$ cat src/hdl/seq_cfg_pkg.sv
package seq_cfg_pkg;

    localparam int ADDR_W         = 16;  // host address
    localparam int DATA_W         = 32;  // host and dma data
    localparam int SRC_ADDR_W     = 32;
    localparam int SIZE_W         = 26;
    localparam int DEF_SLOT_IDX_W = 3;   // 8 slots
    localparam int MAX_SLOT_IDX_W = 8;   // index width of the largest table

    ////////////////////////////////////////
    // control bank

    localparam logic [ADDR_W-1:0] REG_CTRL     = 16'h0000;  // write 1 in bit 0 to start
    localparam logic [ADDR_W-1:0] REG_STATUS   = 16'h0004;  // bit 0 busy
    localparam logic [ADDR_W-1:0] REG_END_CNT  = 16'h0008;
    localparam logic [ADDR_W-1:0] REG_DMA_BASE = 16'h000C;
    localparam logic [ADDR_W-1:0] REG_INTR_EN  = 16'h0010;
    localparam logic [ADDR_W-1:0] REG_INTR     = 16'h0014;  // write 1 to clear
    localparam logic [ADDR_W-1:0] REG_MAIN_CNT = 16'h0018;

    ////////////////////////////////////////
    // slot region, 8 bytes per slot with the size at +4

    localparam logic [ADDR_W-1:0] SLOT_BASE    = 16'h0100;
    localparam int                DMA_SIZE_OFS = 4;  // size register above dma base

endpackage

$ cat src/hdl/seq_types_pkg.sv
package seq_types_pkg;

    typedef struct packed {
        logic                           wr;
        logic                           rd;
        logic [seq_cfg_pkg::ADDR_W-1:0] addr;
        logic [seq_cfg_pkg::DATA_W-1:0] wdata;
    } host_req_t;

    typedef struct packed {
        logic                           done;   // one pulse per request
        logic [seq_cfg_pkg::DATA_W-1:0] rdata;
    } host_rsp_t;

    typedef struct packed {
        logic [seq_cfg_pkg::SRC_ADDR_W-1:0] src_addr;
        logic [seq_cfg_pkg::SIZE_W-1:0]     size;
    } slot_entry_t;

    typedef struct packed {
        logic                                   valid;  // held until the response
        logic                                   we;
        logic [seq_cfg_pkg::MAX_SLOT_IDX_W-1:0] idx;
        logic                                   field;  // 0 source, 1 size
        logic [seq_cfg_pkg::DATA_W-1:0]         wdata;
    } slot_req_t;

    typedef struct packed {
        logic        valid;
        slot_entry_t entry;
    } slot_rsp_t;

    typedef struct packed {
        logic                                   wr;
        logic [seq_cfg_pkg::DATA_W-1:0]         addr;
        logic [seq_cfg_pkg::DATA_W-1:0]         data;
        logic                                   go;
        logic [seq_cfg_pkg::MAX_SLOT_IDX_W-1:0] go_idx;
    } dma_cmd_t;

endpackage

$ cat src/hdl/host_regs.sv
module host_regs #(
    parameter int SLOT_IDX_W = seq_cfg_pkg::DEF_SLOT_IDX_W
) (
    input  logic                           clk,
    input  logic                           rst_n,
    input  seq_types_pkg::host_req_t       req,
    output seq_types_pkg::host_rsp_t       rsp,
    output seq_types_pkg::slot_req_t       slot_req,
    input  seq_types_pkg::slot_rsp_t       slot_rsp,
    output logic                           start,
    output logic [SLOT_IDX_W-1:0]          end_cnt,
    output logic [seq_cfg_pkg::DATA_W-1:0] dma_base,
    output logic                           intr_en,
    output logic                           intr_clr,
    input  logic                           busy,
    input  logic [SLOT_IDX_W-1:0]          main_cnt,
    input  logic                           intr_flag
);
    import seq_cfg_pkg::*;

    logic              acc;         // any host strobe
    logic              slot_hit;    // address in the slot region
    logic [ADDR_W-1:0] slot_ofs;
    logic              ctrl_acc;
    logic [DATA_W-1:0] ctrl_rdata;
    logic [DATA_W-1:0] slot_rdata;

    assign acc      = req.wr || req.rd;
    assign slot_hit = req.addr >= SLOT_BASE;
    assign slot_ofs = req.addr - SLOT_BASE;
    assign ctrl_acc = acc && !slot_hit;

    assign start    = req.wr && (req.addr == REG_CTRL) && req.wdata[0];
    assign intr_clr = req.wr && (req.addr == REG_INTR) && req.wdata[0];

    always_comb begin
        ctrl_rdata = '0;
        case (req.addr)
            REG_STATUS:   ctrl_rdata[0] = busy;
            REG_END_CNT:  ctrl_rdata[SLOT_IDX_W-1:0] = end_cnt;
            REG_DMA_BASE: ctrl_rdata = dma_base;
            REG_INTR_EN:  ctrl_rdata[0] = intr_en;
            REG_INTR:     ctrl_rdata[0] = intr_flag;
            REG_MAIN_CNT: ctrl_rdata[SLOT_IDX_W-1:0] = main_cnt;
            default:      ctrl_rdata = '0;  // REG_CTRL reads as zero
        endcase
    end

    assign slot_rdata = slot_req.field ? DATA_W'(slot_rsp.entry.size)
                                       : DATA_W'(slot_rsp.entry.src_addr);

    ////////////////////////////////////////
    // control bank

    always_ff @(posedge clk or negedge rst_n) begin
        if (!rst_n) begin
            end_cnt  <= '0;
            dma_base <= '0;
            intr_en  <= 1'b0;
        end else if (req.wr) begin
            case (req.addr)
                REG_END_CNT:  end_cnt  <= req.wdata[SLOT_IDX_W-1:0];
                REG_DMA_BASE: dma_base <= req.wdata;
                REG_INTR_EN:  intr_en  <= req.wdata[0];
                default: ;
            endcase
        end
    end

    ////////////////////////////////////////
    // slot access, held until the arbiter answers

    always_ff @(posedge clk or negedge rst_n) begin
        if (!rst_n) begin
            slot_req <= '0;
        end else if (slot_rsp.valid) begin
            slot_req.valid <= 1'b0;
        end else if (acc && slot_hit) begin
            slot_req.valid <= 1'b1;
            slot_req.we    <= req.wr;
            slot_req.idx   <= slot_ofs[MAX_SLOT_IDX_W+2:3];  // 8 bytes per slot
            slot_req.field <= slot_ofs[2];
            slot_req.wdata <= req.wdata;
        end
    end

    always_ff @(posedge clk or negedge rst_n) begin
        if (!rst_n) begin
            rsp <= '0;
        end else begin
            rsp.done <= ctrl_acc || slot_rsp.valid;  // once per request
            if (ctrl_acc) begin
                rsp.rdata <= ctrl_rdata;
            end else if (slot_rsp.valid) begin
                rsp.rdata <= slot_rdata;
            end
        end
    end

endmodule

$ cat src/hdl/magic_seq_top.sv
module magic_seq_top #(
    parameter int SLOT_IDX_W = seq_cfg_pkg::DEF_SLOT_IDX_W
) (
    input  logic                     clk,
    input  logic                     rst_n,
    input  seq_types_pkg::host_req_t host_req,
    output seq_types_pkg::host_rsp_t host_rsp,
    output seq_types_pkg::dma_cmd_t  dma,
    input  logic                     dma_done,
    input  logic                     hw_start,
    input  logic                     hw_intr_clear,
    output logic                     irq
);
    import seq_cfg_pkg::*;
    import seq_types_pkg::*;

    slot_req_t             host_slot_req;
    slot_rsp_t             host_slot_rsp;
    slot_req_t             eng_slot_req;
    slot_rsp_t             eng_slot_rsp;
    slot_req_t             tbl_req;
    slot_rsp_t             tbl_rsp;
    logic                  start;
    logic                  intr_en;
    logic                  intr_clr;
    logic                  busy;
    logic                  intr_flag;
    logic [SLOT_IDX_W-1:0] end_cnt;
    logic [SLOT_IDX_W-1:0] main_cnt;
    logic [DATA_W-1:0]     dma_base;

    assign irq = intr_flag;

    ////////////////////////////////////////
    // host side and sequence engine

    host_regs #(
        .SLOT_IDX_W (SLOT_IDX_W)
    ) u_host_regs (
        .clk       (clk),
        .rst_n     (rst_n),
        .req       (host_req),
        .rsp       (host_rsp),
        .slot_req  (host_slot_req),
        .slot_rsp  (host_slot_rsp),
        .start     (start),
        .end_cnt   (end_cnt),
        .dma_base  (dma_base),
        .intr_en   (intr_en),
        .intr_clr  (intr_clr),
        .busy      (busy),
        .main_cnt  (main_cnt),
        .intr_flag (intr_flag)
    );

    seq_engine #(
        .SLOT_IDX_W (SLOT_IDX_W)
    ) u_seq_engine (
        .clk           (clk),
        .rst_n         (rst_n),
        .start         (start),
        .hw_start      (hw_start),
        .hw_intr_clear (hw_intr_clear),
        .intr_clr      (intr_clr),
        .end_cnt       (end_cnt),
        .dma_base      (dma_base),
        .intr_en       (intr_en),
        .slot_req      (eng_slot_req),
        .slot_rsp      (eng_slot_rsp),
        .dma           (dma),
        .dma_done      (dma_done),
        .busy          (busy),
        .main_cnt      (main_cnt),
        .intr_flag     (intr_flag)
    );

    ////////////////////////////////////////
    // shared slot table

    slot_arbiter u_slot_arbiter (
        .clk      (clk),
        .rst_n    (rst_n),
        .eng_req  (eng_slot_req),
        .host_req (host_slot_req),
        .eng_rsp  (eng_slot_rsp),
        .host_rsp (host_slot_rsp),
        .tbl_req  (tbl_req),
        .tbl_rsp  (tbl_rsp)
    );

    slot_table #(
        .SLOT_IDX_W (SLOT_IDX_W)
    ) u_slot_table (
        .clk   (clk),
        .rst_n (rst_n),
        .req   (tbl_req),
        .rsp   (tbl_rsp)
    );

endmodule

$ cat src/hdl/seq_engine.sv
module seq_engine #(
    parameter int SLOT_IDX_W = seq_cfg_pkg::DEF_SLOT_IDX_W
) (
    input  logic                           clk,
    input  logic                           rst_n,
    input  logic                           start,
    input  logic                           hw_start,
    input  logic                           hw_intr_clear,
    input  logic                           intr_clr,
    input  logic [SLOT_IDX_W-1:0]          end_cnt,
    input  logic [seq_cfg_pkg::DATA_W-1:0] dma_base,
    input  logic                           intr_en,
    output seq_types_pkg::slot_req_t       slot_req,
    input  seq_types_pkg::slot_rsp_t       slot_rsp,
    output seq_types_pkg::dma_cmd_t        dma,
    input  logic                           dma_done,
    output logic                           busy,
    output logic [SLOT_IDX_W-1:0]          main_cnt,
    output logic                           intr_flag
);
    import seq_cfg_pkg::*;

    // each descriptor state is the cycle its strobe is on the bus
    typedef enum logic [2:0] {
        ST_IDLE,
        ST_FETCH,
        ST_WR_SRC,
        ST_WR_SIZE,
        ST_GO,
        ST_WAIT,
        ST_FINISH
    } state_t;

    state_t                state;
    logic [SLOT_IDX_W-1:0] cnt;       // slot being worked on
    logic [SIZE_W-1:0]     size_q;    // size held across the source write
    logic                  run_req;
    logic                  in_wait;
    logic                  last_done;

    assign run_req   = start || hw_start;
    assign in_wait   = (state == ST_GO) || (state == ST_WAIT);
    assign last_done = in_wait && dma_done && (cnt == end_cnt);
    assign busy      = (state != ST_IDLE) && (state != ST_FINISH);
    assign main_cnt  = cnt;

    assign slot_req.valid = (state == ST_FETCH);
    assign slot_req.we    = 1'b0;
    assign slot_req.idx   = MAX_SLOT_IDX_W'(cnt);
    assign slot_req.field = 1'b0;
    assign slot_req.wdata = '0;

    always_ff @(posedge clk or negedge rst_n) begin
        if (!rst_n) begin
            state  <= ST_IDLE;
            cnt    <= '0;
            size_q <= '0;
            dma    <= '0;
        end else begin
            dma.wr <= 1'b0;
            dma.go <= 1'b0;
            case (state)
                ST_IDLE, ST_FINISH: begin
                    if (run_req) begin
                        cnt   <= '0;
                        state <= ST_FETCH;
                    end else begin
                        state <= ST_IDLE;
                    end
                end
                ST_FETCH: begin
                    if (slot_rsp.valid) begin
                        dma.wr   <= 1'b1;
                        dma.addr <= dma_base;
                        dma.data <= DATA_W'(slot_rsp.entry.src_addr);
                        size_q   <= slot_rsp.entry.size;
                        state    <= ST_WR_SRC;
                    end
                end
                ST_WR_SRC: begin
                    dma.wr   <= 1'b1;
                    dma.addr <= dma_base + DATA_W'(DMA_SIZE_OFS);
                    dma.data <= DATA_W'(size_q);
                    state    <= ST_WR_SIZE;
                end
                ST_WR_SIZE: begin
                    dma.go     <= 1'b1;
                    dma.go_idx <= MAX_SLOT_IDX_W'(cnt);
                    state      <= ST_GO;
                end
                default: begin  // go issued, wait for the dma as long as it takes
                    if (last_done) begin
                        state <= ST_FINISH;
                    end else if (dma_done) begin
                        cnt   <= cnt + 1'b1;
                        state <= ST_FETCH;
                    end else begin
                        state <= ST_WAIT;
                    end
                end
            endcase
        end
    end

    ////////////////////////////////////////
    // interrupt flag

    always_ff @(posedge clk or negedge rst_n) begin
        if (!rst_n) begin
            intr_flag <= 1'b0;
        end else if (last_done && intr_en) begin
            intr_flag <= 1'b1;
        end else if (intr_clr || hw_intr_clear) begin
            intr_flag <= 1'b0;
        end
    end

endmodule

$ cat src/hdl/slot_arbiter.sv
module slot_arbiter (
    input  logic                     clk,
    input  logic                     rst_n,
    input  seq_types_pkg::slot_req_t eng_req,
    input  seq_types_pkg::slot_req_t host_req,
    output seq_types_pkg::slot_rsp_t eng_rsp,
    output seq_types_pkg::slot_rsp_t host_rsp,
    output seq_types_pkg::slot_req_t tbl_req,
    input  seq_types_pkg::slot_rsp_t tbl_rsp
);
    logic pend;      // a table request is in flight
    logic own_host;  // owner of the request in flight
    logic free;
    logic eng_ok;
    logic host_ok;
    logic gnt_eng;
    logic gnt_host;

    // the table frees up in the cycle its answer comes back, and the
    // requester being answered there is still valid, so it is masked
    assign free     = !pend || tbl_rsp.valid;
    assign eng_ok   = eng_req.valid && !(pend && !own_host);
    assign host_ok  = host_req.valid && !(pend && own_host);
    assign gnt_eng  = free && eng_ok;              // engine has priority
    assign gnt_host = free && host_ok && !eng_ok;

    always_ff @(posedge clk or negedge rst_n) begin
        if (!rst_n) begin
            pend     <= 1'b0;
            own_host <= 1'b0;
            tbl_req  <= '0;
        end else begin
            if (gnt_eng) begin
                tbl_req <= eng_req;
            end else if (gnt_host) begin
                tbl_req <= host_req;
            end else begin
                tbl_req <= '0;  // one cycle per grant
            end

            if (gnt_eng || gnt_host) begin
                pend     <= 1'b1;
                own_host <= gnt_host;
            end else if (tbl_rsp.valid) begin
                pend <= 1'b0;
            end
        end
    end

    ////////////////////////////////////////
    // response steering

    always_comb begin
        eng_rsp  = '0;
        host_rsp = '0;
        if (own_host) begin
            host_rsp = tbl_rsp;
        end else begin
            eng_rsp = tbl_rsp;
        end
    end

endmodule

$ cat src/hdl/slot_table.sv
module slot_table #(
    parameter int SLOT_IDX_W = seq_cfg_pkg::DEF_SLOT_IDX_W
) (
    input  logic                     clk,
    input  logic                     rst_n,
    input  seq_types_pkg::slot_req_t req,
    output seq_types_pkg::slot_rsp_t rsp
);
    import seq_cfg_pkg::*;
    import seq_types_pkg::*;

    localparam int DEPTH = 1 << SLOT_IDX_W;

    slot_entry_t           mem [DEPTH];
    logic [SLOT_IDX_W-1:0] idx;        // upper index bits alias onto the table
    logic                  rsp_valid;
    slot_entry_t           rsp_entry;

    assign idx       = req.idx[SLOT_IDX_W-1:0];
    assign rsp.valid = rsp_valid;
    assign rsp.entry = rsp_entry;

    always_ff @(posedge clk) begin
        if (req.valid && req.we) begin
            if (req.field) begin
                mem[idx].size <= req.wdata[SIZE_W-1:0];  // size is truncated to SIZE_W
            end else begin
                mem[idx].src_addr <= req.wdata[SRC_ADDR_W-1:0];
            end
        end
        rsp_entry <= mem[idx];  // whole entry, one cycle later
    end

    always_ff @(posedge clk or negedge rst_n) begin
        if (!rst_n) begin
            rsp_valid <= 1'b0;
        end else begin
            rsp_valid <= req.valid;  // every request is answered, writes too
        end
    end

endmodule

$ cat config.mk
export PLATFORM = sky130hd
export DESIGN_NAME = magic_seq_top
export DESIGN_NICKNAME = d
export VERILOG_FILES = /design/src/hdl/seq_cfg_pkg.sv /design/src/hdl/seq_types_pkg.sv /design/src/hdl/host_regs.sv /design/src/hdl/magic_seq_top.sv /design/src/hdl/seq_engine.sv /design/src/hdl/slot_arbiter.sv /design/src/hdl/slot_table.sv
export SDC_FILE = /design/constraint.sdc
export NUM_CORES = 1
export LEC_CHECK = 0
export BUFFER_PORTS_ARGS = -buffer_cell sky130_fd_sc_hd__buf_2
export CORE_UTILIZATION = 50
export DETAILED_ROUTE_END_ITERATION = 16
export PLACE_DENSITY = 0.67
export SYNTH_ARGS = -nofsm -noshare
export SYNTH_HDL_FRONTEND = slang
export SYNTH_SLANG_ARGS = --single-unit
$ cat constraint.sdc
create_clock -name clk -period 8.8 [get_ports clk]
set_input_delay 0.44 -clock clk [delete_from_list [all_inputs] [get_ports clk]]
set_output_delay 0.44 -clock clk [all_outputs]
set_load 0.005 [all_outputs]
Word-level counts from Yosys, hierarchy flattened
Memories as Yosys holds them, arrays and structs flattened. A register that Yosys moved wholly into a read port is not among the register bits.
Index checks and enable logic that the tools add are counted.

storage, ports and cells
  register bits = 255
  word-level logic and storage cells = 134
  RAM bits = 464
  output and inout port bits = 108
  input bits = 55
  memories = 1

memory list
  name              depth  bits a word  read ports  clocked after Yosys merged registers in  write ports  RTL line          source
  u_slot_table.mem  8      58           1           1                                        1            slot_table.sv:14  slot_entry_t mem [DEPTH];

operators by class
  bitwise gates (word level) = 2
  reduce and logical (&&, ||, !) cells = 49
  $lt $le $gt $ge = 1
  $add $sub $neg = 3
  equality and inequality tests = 17
  mux-type cells = 34

operator list
  kind                                                                 count
  case mux 65 bit (2 select lines)                                     1
  2-to-1 mux 43 bit                                                    3
  2-to-1 mux 59 bit                                                    2
  2-to-1 mux 32 bit                                                    3
  2-to-1 mux 65 bit                                                    1
  == test 16 x 5 -> 1 bit (second input constant)                      3
  adder 32 x 3 -> 32 bit (second input constant)                       1
  == test 16 x 4 -> 1 bit (second input constant)                      2
  2-to-1 mux 29 bit                                                    1
  logical AND 1 bit                                                    18
  2-to-1 mux 3 bit                                                     6
  == test 16 x 3 -> 1 bit (second input constant)                      1
  greater-or-equal comparator 16 x 9 -> 1 bit (second input constant)  1
  zero test 16 bit                                                     1
  2-to-1 mux 1 bit                                                     12
  case mux 3 bit (4 select lines)                                      1
  AND reduction 2 bit                                                  6
  nonzero test 2 bit                                                   6
  subtractor 11 x 9 -> 11 bit (second input constant)                  1
  == test 3 bit (second input constant)                                3
  2-to-1 mux 9 bit                                                     1
  logical OR 1 bit                                                     7
  == test 3 x 2 -> 1 bit (second input constant)                       2
  zero test 1 bit                                                      6
  15 further kinds                                                     17

Logic depth before layout (Yosys ltp)
  depth after elaboration = 8
  gate-level depth with buffers = 8
  depth with buffers taken out = 6

Cells and area by module
Synthesis repeated with hierarchy kept, for this count alone.

unflattened totals
  cells, all modules = 2007
  area total of the unflattened synthesis = 31492.7 um^2

modules (own cells, without submodules)
  module        area an instance (um^2)  cells each  instances
  slot_table    18745.5                  766         1
  seq_engine    5171.2                   582         1
  host_regs     5122.4                   423         1
  slot_arbiter  2453.6                   236         1

Worst setup path after synthesis
OpenSTA, ideal clock, no wires.

  kind = register to register
  from = reg u_slot_arbiter.tbl_req[35] (netlist name)
  to = mem u_slot_table.mem[0][26] in the netlist's numbering (enable)
  library setup time = 0.502 ns
  cell stages (with the launch flop) = 7
  clock period less this slack = 4.892 ns
  arrival = 4.390 ns
  path slack = 3.908 ns
  path through = dfrtp_1 -> buf_2 -> buf_2 -> buf_1 -> buf_2 -> clkbuf_1 -> nor4_1

RTL lines
  element           RTL line
  end: declaration  slot_table.sv:14

Straight into the memory's write port.

==> results.sh <==
export IMPL_outcome="finished clean"
export IMPL_dr_total_vias=18100
export IMPL_rr_worst_depth=6
export IMPL_synth_main_ff_cell="edfxtp_1"
export IMPL_cap_violations=0
export IMPL_setup_worst_path_end="u_slot_table.rsp[8]$_DFF_P_"
export IMPL_initial_core_util=0.509
export IMPL_finalCritPeriodShare=0.405
export IMPL_synth_edf_count=464
export IMPL_gp_congestion=0.869
export IMPL_timing_rr_start="u_slot_arbiter.tbl_req[35]$_DFF_PN0_"
export IMPL_power_w=0.0106
export IMPL_wirelength_um=78200
export IMPL_cts_root_buffer="clkbuf_16"
export IMPL_grt_pass1_wl_um=116000
export IMPL_cts_path_max_buffers=3
export IMPL_path_max_fanout=41
export IMPL_num_rows=88
export IMPL_postRouteAntennaNets=0
export IMPL_drt_iter0_drc=1871
export IMPL_finalSetupViolCount=0
export IMPL_hpwlAfterDp_um=48900
export IMPL_cts_tree="done"
export IMPL_synth_area_top_cells="edfxtp_1 47%, dfrtp_1 21%, dfxtp_1 3.9%"
export IMPL_die_width_um=245
export IMPL_syn_to_final_growth_pct=14.3
export IMPL_diodes=0
export IMPL_vias_per_cell=6.10
export IMPL_dieHeight_um=245
export IMPL_dr_pass1_iters=7
export IMPL_hold_path_class="input port to flip-flop"
export IMPL_numCtsBuffers=77
export IMPL_crit_path_end_kind="flip-flop"
export IMPL_route_detailed_drc=0
export IMPL_regToRegSetupSlack_ps=5230
export IMPL_synth_cells=1979
export IMPL_postCtsHoldBufs=1
export IMPL_netlist_top_cells_count="464 x edfxtp_1, 250 x dfrtp_1, 246 x nand2_1"
export IMPL_worst_ep_arrival_time_ps=4100
export IMPL_slew_headroom=0.0801
export IMPL_cts_reportedPaths_clkPinSlew_ps=60
export IMPL_grt_antenna_before_repair=0
export IMPL_worst_pin_slew_ps=1370
export IMPL_synth_distinct_cells=71
export IMPL_placed_area_um2=31100
export IMPL_grt_overflow=0
export IMPL_drv_slew=0
export IMPL_layout_drive_gt1_share=0.225
export IMPL_cts_resized=0
export IMPL_syn_area_per_cell_um2=14.9
export IMPL_clk_latency_ps=620
export IMPL_drt_wirelength_per_cell_um=26.4
export IMPL_grt_max_degree=115
export IMPL_fillers=4443
export IMPL_rsz0062_at_grt="false"
export IMPL_final_nets=2194
export IMPL_cts_sinks=772
export IMPL_port_buffers=157
export IMPL_design_area_um2=33700
export IMPL_io_pins=163
export IMPL_synth_most_common_cell="edfxtp_1"
export IMPL_p_per_area_nw_per_um2=316
export IMPL_grt_pass1_vias=17900
export IMPL_die_area_um2=59900
export IMPL_ys_warn_count=0
export IMPL_track_usage=0.263
export IMPL_fin_crit_ps=3570
export IMPL_finClkSkew_ps=28.3
export IMPL_critPathRequiredTime_ps=9330
export IMPL_tns_ps=0
export IMPL_htreeDepth=3
export IMPL_design_core_area_um2=57900
export IMPL_cts_setup_buffers=0
export IMPL_peakVddDrop_mv=0.238
export IMPL_worstReg2RegEnd="u_slot_table.rsp[8]$_DFF_P_"
export IMPL_power_leakage_nw=13.1
export IMPL_synth_seq_cells=772
export IMPL_async_flop_share=0.324
export IMPL_cp_start_kind="flip-flop"
export IMPL_synth_seq_area_share=0.725
export IMPL_fmax_mhz=280
export IMPL_crit_start="u_slot_arbiter.tbl_req[35]$_DFF_PN0_"
export IMPL_synth_area_um2=29500
export IMPL_hold_viol=0
export IMPL_synth_top_area_frac=0.473
export IMPL_crit_type="flip-flop to flip-flop"
export IMPL_synth_top_area_cell="edfxtp_1"
[power breakdown]
| part | leakage, nW | internal [W] | switching, W |
|---|---|---|---|
| Combinational | 3.91 | 0.000856 | 0.00131 |
| Sequential | 7.97 | 0.00455 | 0.000643 |
| Clock | 1.25 | 0.00190 | 0.00137 |
[final cells by class]
cell class              instances  area (µm²)  share of cell area
clock buffers                 103        2150              0.0638
clock inverters                40         387              0.0115
multi-input cells            1072        7660               0.228
flip-flops and latches        772       21400               0.634
well taps                     765         957              0.0284
repair buffers                198        1110              0.0328
inverters                      16        60.1             0.00178
[state kept, by name (all words and copies together), names as in the netlist]
name                     cells
u_seq_engine.dma            69
u_slot_arbiter.pend          1
u_host_regs.intr_en          1
u_host_regs.dma_base        32
u_seq_engine.intr_flag       1
u_slot_table.rsp_valid       1
u_host_regs.end_cnt          3
u_slot_arbiter.own_host      1
u_host_regs.slot_req        38
u_seq_engine.size_q         26
u_slot_arbiter.tbl_req      38
u_host_regs.rsp             33
u_seq_engine.state           3
u_slot_table.rsp            58
u_slot_table.mem           464
u_seq_engine.main_cnt        3
[worst max-delay path: stages (launching register included)]
cell	delay (ps)
dfrtp_4	670
buf_4	580
nand2_1	370
nor2_1	1110
buf_4	400
a222oi_1	140
o21ai_0	140
[logic make-up (layout without fill, tap and decap cells)]
kind of cell | Yosys count | in the layout | share of synthesized area
flops | 772 | 772 | 0.725
simple gates | 464 | 464 | 0.0732
compound gates | 398 | 398 | 0.0973
mux | 198 | 198 | 0.0819
buf+inv | 139 | 357 | 0.0205
xor+xnor | 4 | 4 | 0.00119
fa+ha+maj | 3 | 3 | 0.00119
other cells | 1 | 5 | 0.000127
[worst min-delay path by stage]
stage / from / end / cells past startpoint
2_1_floorplan: rst_n / u_host_regs.dma_base[0]$_DFFE_PN0P_ / 0
3_3_place_gp: u_slot_arbiter.tbl_req[42]$_DFF_PN0_ / u_slot_table.rsp_valid$_DFF_PN0_ / 0
3_5_place_dp: u_slot_arbiter.tbl_req[42]$_DFF_PN0_ / u_slot_table.rsp_valid$_DFF_PN0_ / 0
4_1_cts: dma_done / u_seq_engine.state[2]$_DFFE_PN0P_ / 2
5_1_grt: dma_done / u_seq_engine.state[2]$_DFFE_PN0P_ / 2
6_report: dma_done / u_seq_engine.state[2]$_DFFE_PN0P_ / 2
[layout by cell type (no fill, tap or decap), types with 30 or more instances in the layout]
cell type / synthesis / layout
a21oi_1: 41 / 40
a221oi_1: 50 / 50
a22o_1: 36 / 36
a22oi_1: 101 / 101
and2_1: 39 / 39
buf_2: 24 / 156
buf_4: 6 / 40
clkbuf_16: 0 / 80
dfrtp_1: 250 / 246
dfxtp_1: 58 / 58
edfxtp_1: 464 / 464
mux2_2: 94 / 94
mux2_4: 30 / 30
mux2i_1: 61 / 61
nand2_1: 246 / 245
nand3_1: 41 / 41
nor2_1: 57 / 43
o21ai_0: 77 / 77
[metrics by stage]
stage / hold slack (ps) / util / worst slack, ps / cells
2_1_floorplan: 144 / - / 3910 / 1983
3_3_place_gp: 397 / 0.538 / 5370 / 2822
3_5_place_dp: 400 / 0.538 / 5340 / 2822
4_1_cts: 51.0 / 0.582 / 5300 / 2966
5_1_grt: 46.8 / 0.582 / 5140 / 2966
6_report: 69.3 / 0.582 / 5230 / 2966
[metal layers]
layer  share of wire  up-vias  track usage
met5               0        -            0
met3           0.064      156       0.0412
li1                -     7859            -
met1            0.40     9305        0.348
met2            0.50      775        0.442
met4           0.034        0       0.0897
(Power assumes the default switching activity.)
